**src/design/pbch_pkg.sv**
```systemverilog
package pbch_pkg;

    // width of one I or Q component of a received sample
    localparam int IQ_W = 16;

    // one DMRS sequence per candidate ibar_SSB value
    localparam int NUM_IBAR = 8;

    // QPSK pairs kept per sequence
    localparam int DMRS_LEN = 144;

    // Gold sequence register length and the number of bits skipped after load
    localparam int LFSR_N = 31;
    localparam int WARMUP_LEN = 1600;

    // cell identity 0 to 1007
    localparam int NID_W = 10;

    // signed correlation sum, holds +-288 for a full row of pilots
    localparam int CORR_W = 10;

    // x1(n+31) = x1(n+3) + x1(n)
    localparam logic [LFSR_N-1:0] X1_TAPS = 'b1001;
    // x2(n+31) = x2(n+3) + x2(n+2) + x2(n+1) + x2(n)
    localparam logic [LFSR_N-1:0] X2_TAPS = 'b1111;

    // received sample, re sits in the low half of the 32-bit word
    typedef struct packed {
        logic signed [IQ_W-1:0] im;
        logic signed [IQ_W-1:0] re;
    } iq_sample_t;

    // bit 1 holds c(2k), bit 0 holds c(2k+1)
    typedef logic [1:0] dmrs_pair_t;

    // pair k of all eight sequences, one row per store address
    typedef dmrs_pair_t [NUM_IBAR-1:0] dmrs_row_t;

    typedef struct packed {
        logic                        load;
        logic                        shift;
        logic                        write;
        logic [$clog2(DMRS_LEN)-1:0] addr;
    } gen_ctrl_t;

    typedef struct packed {
        logic                        clear;
        logic                        accumulate;
        logic                        decide;
        logic [$clog2(DMRS_LEN)-1:0] addr;
    } det_ctrl_t;

endpackage

```
**src/design/gold_lfsr.sv**
```systemverilog
`timescale 1ns/100ps

module gold_lfsr (
    input  logic                         clk_i,
    input  logic                         reset_ni,
    input  logic [pbch_pkg::LFSR_N-1:0]  taps_i,
    input  logic [pbch_pkg::LFSR_N-1:0]  start_i,
    input  logic                         load_i,
    input  logic                         shift_i,
    output logic                         bit_o
);

    // state[j] holds x(n+j), so state[0] is the current sequence bit
    logic [pbch_pkg::LFSR_N-1:0] state;
    logic                        feedback;

    // the new bit x(n+31) is the parity of the tapped older bits
    assign feedback = ^(state & taps_i);

    always_ff @(posedge clk_i) begin
        if (!reset_ni) begin
            state <= '0;
        end else if (load_i) begin
            state <= start_i;
        end else if (shift_i) begin
            state <= {feedback, state[pbch_pkg::LFSR_N-1:1]};
        end
    end

    assign bit_o = state[0];

endmodule

```
**src/design/dmrs_generator.sv**
```systemverilog
`timescale 1ns/100ps

module dmrs_generator (
    input  logic                        clk_i,
    input  logic                        reset_ni,
    input  logic [pbch_pkg::NID_W-1:0]  n_id_i,
    input  pbch_pkg::gen_ctrl_t         gen_ctrl_i,
    output pbch_pkg::dmrs_row_t         pair_row_o
);

    localparam int LN = pbch_pkg::LFSR_N;
    localparam int NI = pbch_pkg::NUM_IBAR;

    logic          x1_bit;
    logic [NI-1:0] x2_bit;
    logic [NI-1:0] gold_bit;
    logic [NI-1:0] even_bit_q;

    // the x1 sequence is the same for every ibar_SSB, so one generator serves all eight
    gold_lfsr u_x1 (
        .clk_i   (clk_i),
        .reset_ni(reset_ni),
        .taps_i  (pbch_pkg::X1_TAPS),
        .start_i (LN'(1)),
        .load_i  (gen_ctrl_i.load),
        .shift_i (gen_ctrl_i.shift),
        .bit_o   (x1_bit)
    );

    for (genvar i = 0; i < NI; i++) begin : g_x2
        logic [LN-1:0] c_init;

        // c_init = 2^11 (i+1) (floor(N_id/4)+1) + 2^6 (i+1) + N_id mod 4
        assign c_init = ((LN'(i + 1) * (LN'(n_id_i[pbch_pkg::NID_W-1:2]) + LN'(1))) << 11)
                      + (LN'(i + 1) << 6)
                      + LN'(n_id_i[1:0]);

        gold_lfsr u_x2 (
            .clk_i   (clk_i),
            .reset_ni(reset_ni),
            .taps_i  (pbch_pkg::X2_TAPS),
            .start_i (c_init),
            .load_i  (gen_ctrl_i.load),
            .shift_i (gen_ctrl_i.shift),
            .bit_o   (x2_bit[i])
        );

        assign gold_bit[i] = x1_bit ^ x2_bit[i];
    end

    // during the store phase the cycles without a write carry c(2k)
    // and the write cycles carry c(2k+1)
    always_ff @(posedge clk_i) begin
        if (gen_ctrl_i.shift && !gen_ctrl_i.write) begin
            even_bit_q <= gold_bit;
        end
    end

    always_comb begin
        for (int i = 0; i < NI; i++) begin
            pair_row_o[i] = {even_bit_q[i], gold_bit[i]};
        end
    end

endmodule

```
**src/design/dmrs_store.sv**
```systemverilog
`timescale 1ns/100ps

module dmrs_store (
    input  logic                 clk_i,
    input  pbch_pkg::gen_ctrl_t  gen_ctrl_i,
    input  pbch_pkg::dmrs_row_t  pair_row_i,
    input  pbch_pkg::det_ctrl_t  det_ctrl_i,
    output pbch_pkg::dmrs_row_t  rd_row_o
);

    // row k holds pair k of all eight candidate sequences
    pbch_pkg::dmrs_row_t mem [pbch_pkg::DMRS_LEN];

    always_ff @(posedge clk_i) begin
        if (gen_ctrl_i.write) begin
            mem[gen_ctrl_i.addr] <= pair_row_i;
        end
    end

    // registered read, the detector delays the sample by the same cycle
    always_ff @(posedge clk_i) begin
        rd_row_o <= mem[det_ctrl_i.addr];
    end

endmodule

```
**src/design/estimator_ctrl.sv**
```systemverilog
`timescale 1ns/100ps

module estimator_ctrl #(
    parameter int SYMBOL_LEN = 256
) (
    input  logic                        clk_i,
    input  logic                        reset_ni,
    input  logic [pbch_pkg::NID_W-1:0]  n_id_i,
    input  logic                        n_id_valid_i,
    input  logic                        pbch_start_i,
    input  logic                        sample_valid_i,
    output logic [pbch_pkg::NID_W-1:0]  n_id_o,
    output pbch_pkg::gen_ctrl_t         gen_ctrl_o,
    output pbch_pkg::det_ctrl_t         det_ctrl_o,
    output logic                        dmrs_ready_o
);

    localparam int GEN_W  = $clog2(pbch_pkg::WARMUP_LEN + 2 * pbch_pkg::DMRS_LEN);
    localparam int ADDR_W = $clog2(pbch_pkg::DMRS_LEN);
    localparam int IDX_W  = $clog2(SYMBOL_LEN);

    typedef enum logic [1:0] {GEN_IDLE, GEN_LOAD, GEN_WARM, GEN_STORE} gen_phase_e;
    typedef enum logic [1:0] {SYM_IDLE, SYM_COUNT, SYM_DECIDE} sym_state_e;

    logic [pbch_pkg::NID_W-1:0] n_id_q;
    gen_phase_e                 gen_phase;
    logic [GEN_W-1:0]           gen_cnt;

    sym_state_e                 sym_state;
    logic [IDX_W-1:0]           sym_cnt;
    logic [IDX_W-1:0]           sym_idx;
    logic [ADDR_W-1:0]          pilot_cnt;
    logic                       sym_open;
    logic                       sym_take;
    logic                       is_pilot;

    // a strobe always restarts generation, even in the middle of a run
    always_ff @(posedge clk_i) begin
        if (!reset_ni) begin
            n_id_q       <= '0;
            gen_phase    <= GEN_IDLE;
            gen_cnt      <= '0;
            dmrs_ready_o <= 1'b0;
        end else if (n_id_valid_i) begin
            n_id_q       <= n_id_i;
            gen_phase    <= GEN_LOAD;
            gen_cnt      <= '0;
            dmrs_ready_o <= 1'b0;
        end else begin
            case (gen_phase)
                GEN_LOAD: begin
                    gen_phase <= GEN_WARM;
                    gen_cnt   <= '0;
                end
                GEN_WARM: begin
                    if (gen_cnt == GEN_W'(pbch_pkg::WARMUP_LEN - 1)) begin
                        gen_phase <= GEN_STORE;
                        gen_cnt   <= '0;
                    end else begin
                        gen_cnt <= gen_cnt + 1'b1;
                    end
                end
                GEN_STORE: begin
                    // ready follows the write of the last row
                    if (gen_cnt == GEN_W'(2 * pbch_pkg::DMRS_LEN - 1)) begin
                        gen_phase    <= GEN_IDLE;
                        gen_cnt      <= '0;
                        dmrs_ready_o <= 1'b1;
                    end else begin
                        gen_cnt <= gen_cnt + 1'b1;
                    end
                end
                default: begin
                end
            endcase
        end
    end

    assign n_id_o = n_id_q;

    // in the store phase the count runs over bits, so bit 0 marks the odd bit of a pair
    assign gen_ctrl_o.load  = (gen_phase == GEN_LOAD);
    assign gen_ctrl_o.shift = (gen_phase == GEN_WARM) || (gen_phase == GEN_STORE);
    assign gen_ctrl_o.write = (gen_phase == GEN_STORE) && gen_cnt[0];
    assign gen_ctrl_o.addr  = (gen_phase == GEN_STORE) ? gen_cnt[ADDR_W:1] : '0;

    // the opening sample is index 0 and takes part in the correlation itself
    assign sym_open = (sym_state == SYM_IDLE) && dmrs_ready_o && sample_valid_i && pbch_start_i;
    assign sym_take = (sym_state == SYM_COUNT) && sample_valid_i;
    assign sym_idx  = sym_open ? '0 : sym_cnt;
    assign is_pilot = (sym_idx[1:0] == n_id_q[1:0]);

    assign det_ctrl_o.clear      = sym_open;
    assign det_ctrl_o.accumulate = (sym_open || sym_take) && is_pilot;
    assign det_ctrl_o.decide     = (sym_state == SYM_DECIDE);
    assign det_ctrl_o.addr       = sym_open ? '0 : pilot_cnt;

    always_ff @(posedge clk_i) begin
        if (!reset_ni) begin
            sym_state <= SYM_IDLE;
            sym_cnt   <= '0;
            pilot_cnt <= '0;
        end else begin
            case (sym_state)
                SYM_IDLE: begin
                    if (sym_open) begin
                        sym_state <= SYM_COUNT;
                        sym_cnt   <= IDX_W'(1);
                        pilot_cnt <= is_pilot ? ADDR_W'(1) : '0;
                    end
                end
                SYM_COUNT: begin
                    if (sample_valid_i) begin
                        if (is_pilot) begin
                            pilot_cnt <= pilot_cnt + 1'b1;
                        end
                        if (sym_cnt == IDX_W'(SYMBOL_LEN - 1)) begin
                            sym_state <= SYM_DECIDE;
                        end else begin
                            sym_cnt <= sym_cnt + 1'b1;
                        end
                    end
                end
                default: begin
                    sym_state <= SYM_IDLE;
                end
            endcase
        end
    end

endmodule

```
**src/design/ibar_detector.sv**
```systemverilog
`timescale 1ns/100ps

module ibar_detector (
    input  logic                                  clk_i,
    input  logic                                  reset_ni,
    input  pbch_pkg::iq_sample_t                  sample_i,
    input  pbch_pkg::det_ctrl_t                   det_ctrl_i,
    input  pbch_pkg::dmrs_row_t                   rd_row_i,
    output logic [$clog2(pbch_pkg::NUM_IBAR)-1:0] ibar_ssb_o,
    output logic                                  ibar_valid_o
);

    localparam int CW    = pbch_pkg::CORR_W;
    localparam int NI    = pbch_pkg::NUM_IBAR;
    localparam int IDX_W = $clog2(NI);

    pbch_pkg::iq_sample_t sample_q;
    logic                 clear_q;
    logic                 acc_q;
    logic                 decide_q;
    logic [1:0]           demod;
    logic [1:0]           demod_rot;

    logic signed [CW-1:0] corr_n [NI];
    logic signed [CW-1:0] corr_r [NI];
    logic [CW-1:0]        mag [NI];
    logic [CW-1:0]        best_mag;
    logic [IDX_W-1:0]     best_idx;

    // +2 when both bits agree, -2 when both differ, 0 otherwise
    function automatic logic signed [CW-1:0] pair_score(input pbch_pkg::dmrs_pair_t ref_pair,
                                                        input logic [1:0] bits);
        logic [1:0] agree;
        agree = ~(ref_pair ^ bits);
        case (agree)
            2'b11:   return CW'(2);
            2'b00:   return -CW'(2);
            default: return '0;
        endcase
    endfunction

    function automatic logic [CW-1:0] abs_corr(input logic signed [CW-1:0] v);
        return v[CW-1] ? CW'(-v) : CW'(v);
    endfunction

    // the store answers one cycle after the address, so sample and flags wait one cycle
    always_ff @(posedge clk_i) begin
        sample_q <= sample_i;
    end

    always_ff @(posedge clk_i) begin
        if (!reset_ni) begin
            clear_q  <= 1'b0;
            acc_q    <= 1'b0;
            decide_q <= 1'b0;
        end else begin
            clear_q  <= det_ctrl_i.clear;
            acc_q    <= det_ctrl_i.accumulate;
            decide_q <= det_ctrl_i.decide;
        end
    end

    // hard QPSK decision, negative component maps to bit 1
    assign demod     = {sample_q.re[pbch_pkg::IQ_W-1], sample_q.im[pbch_pkg::IQ_W-1]};
    // same decision on the sample turned by 90 degrees
    assign demod_rot = {~sample_q.im[pbch_pkg::IQ_W-1], sample_q.re[pbch_pkg::IQ_W-1]};

    for (genvar i = 0; i < NI; i++) begin : g_corr
        logic signed [CW-1:0] step_n;
        logic signed [CW-1:0] step_r;
        logic signed [CW-1:0] base_n;
        logic signed [CW-1:0] base_r;
        logic [CW-1:0]        abs_n;
        logic [CW-1:0]        abs_r;

        assign step_n = acc_q ? pair_score(rd_row_i[i], demod) : '0;
        assign step_r = acc_q ? pair_score(rd_row_i[i], demod_rot) : '0;
        assign base_n = clear_q ? '0 : corr_n[i];
        assign base_r = clear_q ? '0 : corr_r[i];

        always_ff @(posedge clk_i) begin
            if (clear_q || acc_q) begin
                corr_n[i] <= base_n + step_n;
                corr_r[i] <= base_r + step_r;
            end
        end

        assign abs_n  = abs_corr(corr_n[i]);
        assign abs_r  = abs_corr(corr_r[i]);
        assign mag[i] = (abs_r > abs_n) ? abs_r : abs_n;
    end

    // strict compare keeps the lowest index on a tie
    always_comb begin
        best_mag = '0;
        best_idx = '0;
        for (int i = 0; i < NI; i++) begin
            if (mag[i] > best_mag) begin
                best_mag = mag[i];
                best_idx = IDX_W'(i);
            end
        end
    end

    always_ff @(posedge clk_i) begin
        if (!reset_ni) begin
            ibar_ssb_o   <= '0;
            ibar_valid_o <= 1'b0;
        end else begin
            ibar_valid_o <= decide_q;
            if (decide_q) begin
                ibar_ssb_o <= best_idx;
            end
        end
    end

endmodule

```
**src/design/channel_estimator.sv**
```systemverilog
`timescale 1ns/100ps

module channel_estimator #(
    parameter int SYMBOL_LEN = 256
) (
    input  logic                                  clk_i,
    input  logic                                  reset_ni,
    input  pbch_pkg::iq_sample_t                  sample_i,
    input  logic                                  pbch_start_i,
    input  logic                                  sample_valid_i,
    input  logic [pbch_pkg::NID_W-1:0]            n_id_i,
    input  logic                                  n_id_valid_i,
    output logic                                  dmrs_ready_o,
    output logic [$clog2(pbch_pkg::NUM_IBAR)-1:0] ibar_ssb_o,
    output logic                                  ibar_valid_o
);

    logic [pbch_pkg::NID_W-1:0] n_id;
    pbch_pkg::gen_ctrl_t        gen_ctrl;
    pbch_pkg::det_ctrl_t        det_ctrl;
    pbch_pkg::dmrs_row_t        pair_row;
    pbch_pkg::dmrs_row_t        rd_row;

    estimator_ctrl #(
        .SYMBOL_LEN(SYMBOL_LEN)
    ) u_ctrl (
        .clk_i         (clk_i),
        .reset_ni      (reset_ni),
        .n_id_i        (n_id_i),
        .n_id_valid_i  (n_id_valid_i),
        .pbch_start_i  (pbch_start_i),
        .sample_valid_i(sample_valid_i),
        .n_id_o        (n_id),
        .gen_ctrl_o    (gen_ctrl),
        .det_ctrl_o    (det_ctrl),
        .dmrs_ready_o  (dmrs_ready_o)
    );

    dmrs_generator u_gen (
        .clk_i     (clk_i),
        .reset_ni  (reset_ni),
        .n_id_i    (n_id),
        .gen_ctrl_i(gen_ctrl),
        .pair_row_o(pair_row)
    );

    dmrs_store u_store (
        .clk_i     (clk_i),
        .gen_ctrl_i(gen_ctrl),
        .pair_row_i(pair_row),
        .det_ctrl_i(det_ctrl),
        .rd_row_o  (rd_row)
    );

    ibar_detector u_det (
        .clk_i       (clk_i),
        .reset_ni    (reset_ni),
        .sample_i    (sample_i),
        .det_ctrl_i  (det_ctrl),
        .rd_row_i    (rd_row),
        .ibar_ssb_o  (ibar_ssb_o),
        .ibar_valid_o(ibar_valid_o)
    );

endmodule

```
**config.mk**
```make
export PLATFORM = sky130hd
export DESIGN_NAME = channel_estimator
export DESIGN_NICKNAME = d
export VERILOG_FILES = /design/src/design/pbch_pkg.sv /design/src/design/gold_lfsr.sv /design/src/design/dmrs_generator.sv /design/src/design/dmrs_store.sv /design/src/design/estimator_ctrl.sv /design/src/design/ibar_detector.sv /design/src/design/channel_estimator.sv
export SDC_FILE = /design/constraint.sdc
export NUM_CORES = 2
export LEC_CHECK = 0
export BUFFER_PORTS_ARGS = -buffer_cell sky130_fd_sc_hd__clkbuf_2
export CAP_MARGIN = 20
export CORE_ASPECT_RATIO = 0.9
export CORE_MARGIN = 2
export CORE_UTILIZATION = 55
export DETAILED_ROUTE_END_ITERATION = 8
export GPL_ROUTABILITY_DRIVEN = 0
export HOLD_SLACK_MARGIN = 0.15
export PLACE_DENSITY = 0.81
export RECOVER_POWER = 50
export SETUP_SLACK_MARGIN = 0.02
export SLEW_MARGIN = 25
export SYNTH_ARGS = -nofsm -noshare
export SYNTH_HDL_FRONTEND = slang
export SYNTH_SLANG_ARGS = --single-unit
```
**constraint.sdc**
```tcl
create_clock -name clk_i -period 19.3 [get_ports clk_i]
set_input_delay 0.965 -clock clk_i [delete_from_list [all_inputs] [get_ports clk_i]]
set_output_delay 0.965 -clock clk_i [all_outputs]
set_load 0.02 [all_outputs]
```
# == Yosys cells after proc, flatten, opt, wreduce, memory -nomap -nowiden ==
# Memory sizes are Yosys's and may differ from the RTL's. A register that Yosys moved wholly into a read port is not among the register bits.
# Index checks and enable logic that the tools add are counted.
# word_totals
reg_bits,368
ramBits,2464
in_bits,47
elab_cells,357
mem_count,3
# op_classes
add_sub_neg,52
multipliers,4
order_cmp,16
eq_ne,34
n_mux,131
bitwise,42
n_reduce_logical,49
# memory_table
memory,depth,width,rd,rd_ports_with_merged_regs,wr,line_no,source
u_store.mem,144,16,1,1,1,dmrs_store.sv:12,pbch_pkg::dmrs_row_t mem [pbch_pkg::DMRS_LEN];
u_det.corr_n,8,10,8,0,8,ibar_detector.sv:24,logic signed [CW-1:0] corr_n [NI];
u_det.corr_r,8,10,8,0,8,ibar_detector.sv:25,logic signed [CW-1:0] corr_r [NI];
# op_table
cell,n
10-bit two-way mux,63
31-bit two-way mux,16
10-bit one-hot mux with 2 select lines,16
31-bit parity,9
31-bit by 2-bit adder with 31-bit output,8
10-bit adder,16
10-bit negator,16
10-bit > comparator,15
"31-bit by 9-bit adder with 31-bit output, second input constant",4
8-bit two-way mux,8
"31-bit by 8-bit adder with 31-bit output, second input constant",2
"3-bit by 31-bit multiplier with 20-bit output, first input constant",2
"2-bit equality test, second input constant",19
2-bit zero test,17
11-bit one-hot mux with 3 select lines,1
2-bit inverter,16
8-bit one-hot mux with 2 select lines,2
2-bit bitwise XOR,16
"31-bit by 10-bit adder with 31-bit output, second input constant",1
"31-bit by 7-bit adder with 31-bit output, second input constant",1
"2-bit by 31-bit multiplier with 19-bit output, first input constant",1
"2-bit by 31-bit multiplier with 20-bit output, first input constant",1
11-bit two-way mux,2
"8-bit by 1-bit adder with 8-bit output, second input constant",2
28 further kinds,74

# == Longest topological paths before layout ==
# An unclocked memory read counts as a cell.
# depth
depth_word,21
mapped_depth,79

# == Cells and area by module ==
# Synthesis repeated with hierarchy kept, for this count alone.
# hier_totals
cells_unflattened,8646
area_unflattened_um2,127499.8
# modules_own_cells
module,instances,cells_each,area_each_um2,seq_area_each_um2
dmrs_store,1,4098,89424.5,69506.7
ibar_detector,1,2046,18098.6,4504.3
gold_lfsr,9,227,1784.2,620.6
estimator_ctrl,1,264,2223.4,840.8
dmrs_generator,1,195,1695.4,240.2

# == Worst setup path after synthesis ==
# Ideal clock, no wire load.
# synth_path
kind,register to register
from,memory u_det.corr_n[1][1] (netlist bit)
to,register u_det.ibar_ssb_o[1] (netlist bit)
setup_ns,0.117
t_arrival_ns,14.381
required_time_ns,19.183
setup_slack_ns,4.802
stages_incl_launch_ff,73
synth_period_minus_slack_ns,14.498
path_cell_list,edfxtp_1 inv_1 ha_1 nand2b_1 or4_1 or4b_1 ha_1 and4_1 a2111oi_2 buf_2 nor2_2 mux2_2 ha_1 nand4_1 nor3_1 a2111oi_4 a21oi_2 nor3b_1 [37 not listed] mux2_2 ha_1 nor2b_1 o21ai_0 a21oi_1 o31ai_1 clkbuf_1 nor3b_1 a311oi_2 ha_1 a21o_1 a21o_1 a21oi_1 o21ai_0 a21boi_0 nand2_1 a31oi_1 nor2_1
# synth_lines
element,line_no,source
start: declaration,ibar_detector.sv:24,
end signal: assignment,ibar_detector.sv:112,ibar_ssb_o <= best_idx;
end: declaration,ibar_detector.sv:9,"output logic [$clog2(pbch_pkg::NUM_IBAR)-1:0] ibar_ssb_o,"

==> flow_metrics.py <==
metrics = {
    "run_status": {
        "status": "finished, violations left",
        "failed_checks": "capacitance limit, slew limit",
    },
    "sta": {
        "worst_slew_pin_slew_ps": 4840,
        "relSlewSlack_pct": -222,
        "drv_slew": 2813,
        "max_freq_mhz": 58.2,
        "hold_viol": 0,
        "min_period_ps": 17170,
        "holdWs_ps": 181,
        "setup-tns-final_ps": 0,
        "fin_worst_skew_ps": 64.7,
        "rsz0062_at_grt": "false",
        "period_share_pct": 89.0,
        "final-setup-viol-count": 0,
    },
    "yosys": {
        "yosysSeqAreaShare_pct": 65.3,
        "synth_edf_count": 2456,
        "syn_inst": 9896,
        "ys_ff_latch": 2802,
        "yosysTopAreaCell": "edfxtp_1",
        "netlist_top_cells_count": "edfxtp_1, nand2_1, a21oi_1, nor2_1, clkbuf_1",
        "synthArstFlopShare_pct": 0,
        "synthTopCellsByArea": "edfxtp_1, dfxtp_1, nand2_1",
        "post-synth-top-count-cell": "edfxtp_1",
        "synth.avg_cell_area_um2": 12.5,
        "yosysWarnings": 0,
        "ys.flop_type": "edfxtp_1",
        "netlist.area_leader.share_pct": 59.7,
        "synth_cell_types": 90,
        "syn_area_um2": 124000,
        "synth_nets": 10300,
    },
    "setup_path": {
        "path_class": "reg -> reg",
        "start_kind": "flop",
        "cpPeakStageDelay_ps": 630,
        "r2r_end": "u_det.ibar_ssb_o[1]",
        "r2r-start": "u_det.corr_n[1][1]",
        "cp.required_ps": 20090,
        "path_max_fanout": 24,
        "crit_path_top_delay_cell": "a2111oi_4",
        "r2r_cells": 67,
        "cp.arrival_ps": 17960,
        "cp-end-kind": "flop",
        "regToRegSetupSlack_ps": 2130,
    },
    "cells_and_area": {
        "area_growth_pct": 9.81,
        "nNetsFinal": 10200,
        "drive_gt1_share_pct": 7.47,
    },
    "die": {
        "die_area_um2": 228000,
        "start_util_pct": 55.2,
        "ios": 52,
        "dieHeight_um": 454,
        "die_w_um": 504,
        "core_um2": 224000,
        "rows": 165,
    },
    "clock_network": {
        "ctsHoldBuffers": 0,
        "cts_root_buf": "clkbuf_16",
        "clock_insertion_delay_worst_skew_ps": 940,
        "post_cts_buffers": 0,
        "clk_path_buf_depth": 4,
        "ctsResizeCount": 0,
        "cts_tree": "yes",
        "cts_htree_levels": 5,
        "clkTransAtPathRegs_ps": 70,
        "cts.sinks": 2802,
        "cts_made_buffers": 283,
    },
    "worst_hold_path": {
        "hold_depth": 1,
        "hp-class": "in -> reg",
        "hold_path_end": "u_det.demod[1]",
        "hold_start": "sample_i[15]",
    },
    "run": {
        "cap_violations": 46,
    },
    "pwr": {
        "pwr-share-seq_pct": 54.4,
        "leakagePower_nw": 47.1,
        "power.internal_w": 0.00987,
        "switching_power_w": 0.00266,
        "power_density_nw_per_um2": 92.4,
        "switching_share_pct": 21.2,
        "combPwrFrac_pct": 3.5,
        "pwr-share-clk_pct": 42.1,
        "ir_worst_vdd_mv": 0.104,
    },
    "detailed_routing": {
        "drc": 0,
        "drt_wl_total_um": 336000,
        "route.met2.wl_um": 152000,
        "met3_wirelength_um": 44400,
        "routed_via_density": 6.56,
        "drtAntennaViolNets": 0,
        "drt_iter0_drc": 13100,
        "wl_per_cell_um": 25.9,
        "firstDrtPassIters": 7,
        "routed.top_layer": "met5",
        "wl_met1_um": 120000,
        "num_vias": 85200,
    },
    "grt": {
        "antenna_found_initial": 15,
        "grt_pass1_wl_um": 500000,
        "grt_usage_pct": 28.6,
        "grt_max_degree": 259,
        "grt_pass1_vias": 82900,
        "overflow": 0,
    },
    "placement": {
        "io_buffers": 21,
        "hpwl_um": 192000,
    },
}
## cell families after synthesis
kind of cell	count (synthesis)	share of synthesized area [%]
simple gates	3116	11.9
flops	2802	65.3
compound gates	2078	11.2
buf+inv	940	2.98
fa+ha+maj	362	3.82
xor+xnor	329	2.33
mux	269	2.53
## stage by stage
stage	cell area [um^2]	power, W	util (%)	cells	worst slack (ps)
floorplan	124000	0.00718	-	9896	4800
global placement	127000	0.00731	56.7	12500	2700
global route	136000	0.0128	60.6	13000	1060
finish	136000	0.0125	60.6	13000	2130
detailed placement	127000	0.00734	56.7	12500	2090
CTS	136000	0.0125	60.6	13000	2060
## layout make-up
class                      count  area, um^2
sequential                  2802       80700
inverter                     272        1040
tap                         3006        3760
fill                       16000       88300
antenna                        2        5.00
multi-input combinational   6154       39600
timing repair buffer         272        1940
clock buffer                 360        7610
clock inverter               124        1050
## worst max-delay path: cells and delay by family, from the launching register on
family | cells | cell delay, ps
compound gates | 32 | 7620
fa+ha+maj | 10 | 3100
flops | 1 | 450
buf+inv | 6 | 950
simple gates | 16 | 3940
mux | 3 | 950
## sequential cells by signal, summed over array words and instances (netlist names)
signal                 flops
u_det.decide_q             1
u_store.rd_row_o          16
u_det.clear_q              1
u_det.acc_q                1
u_det.corr_r              72
u_det.ibar_ssb_o           3
u_gen.g_x2.u_x2.state    248
u_ctrl.pilot_cnt           8
u_gen.u_x1.state          31
u_ctrl.n_id_o             10
u_ctrl.sym_state           2
u_ctrl.gen_phase           2
u_store.mem             2304
u_det.corr_n              72
u_gen.even_bit_q           8
u_ctrl.dmrs_ready_o        1
u_ctrl.sym_cnt             8
u_det.ibar_valid_o         1
u_det.demod                2
u_ctrl.gen_cnt            11
## cells in the final DEF (no fill, tap or decap), drive strengths merged, types with 71 or more instances in the layout
master,Yosys,routed
edfxtp,2456,2456
nand2,1334,1334
a21oi,628,628
nor2,524,524
clkbuf,451,428
o21ai,383,383
dfxtp,346,346
ha,335,335
nand3,298,298
inv,271,277
o221ai,249,249
a311oi,219,219
mux2i,218,218
buf,217,204
nor2b,201,201
and3,179,179
xnor2,170,170
xor2,159,159
nor3b,156,156
a211oi,147,147
or3,144,144
a31oi,102,102
clkinv,1,94
nor3,84,84
nand2b,83,83
a21o,71,71
## layer usage
metal  GRT usage [%]  vias up
met5               0        -
met4            14.2       18
met3            7.68     1140
met2            44.4     6054
met1            37.4    41300
li1                -    36700
## how the worst max path moves through the flow
stage | start | to | slack (ps) | cells after the start
after detailed placement | u_det.corr_n[1][1] | u_det.ibar_ssb_o[1] | 2090 | 66
after CTS | u_det.corr_n[1][1] | u_det.ibar_ssb_o[1] | 2060 | 66
after global placement | u_det.corr_n[1][1] | u_det.ibar_ssb_o[1] | 2700 | 67
after global routing | u_det.corr_n[1][1] | u_det.ibar_ssb_o[1] | 1060 | 67
final | u_det.corr_n[1][1] | u_det.ibar_ssb_o[1] | 2130 | 67
after floorplan | u_det.corr_n[1][1] | u_det.ibar_ssb_o[1] | 4800 | 72
## power by group through the flow
stage	sequential, W	combinational (W)	clock (W)
floorplan	0.00695	0.000227	0
global placement	0.00690	0.000411	0
detailed placement	0.00690	0.000434	0
CTS	0.00677	0.000435	0.00529
global route	0.00682	0.000468	0.00552
finish	0.00681	0.000443	0.00527
Note: power is estimated with default switching activity, not from simulation.
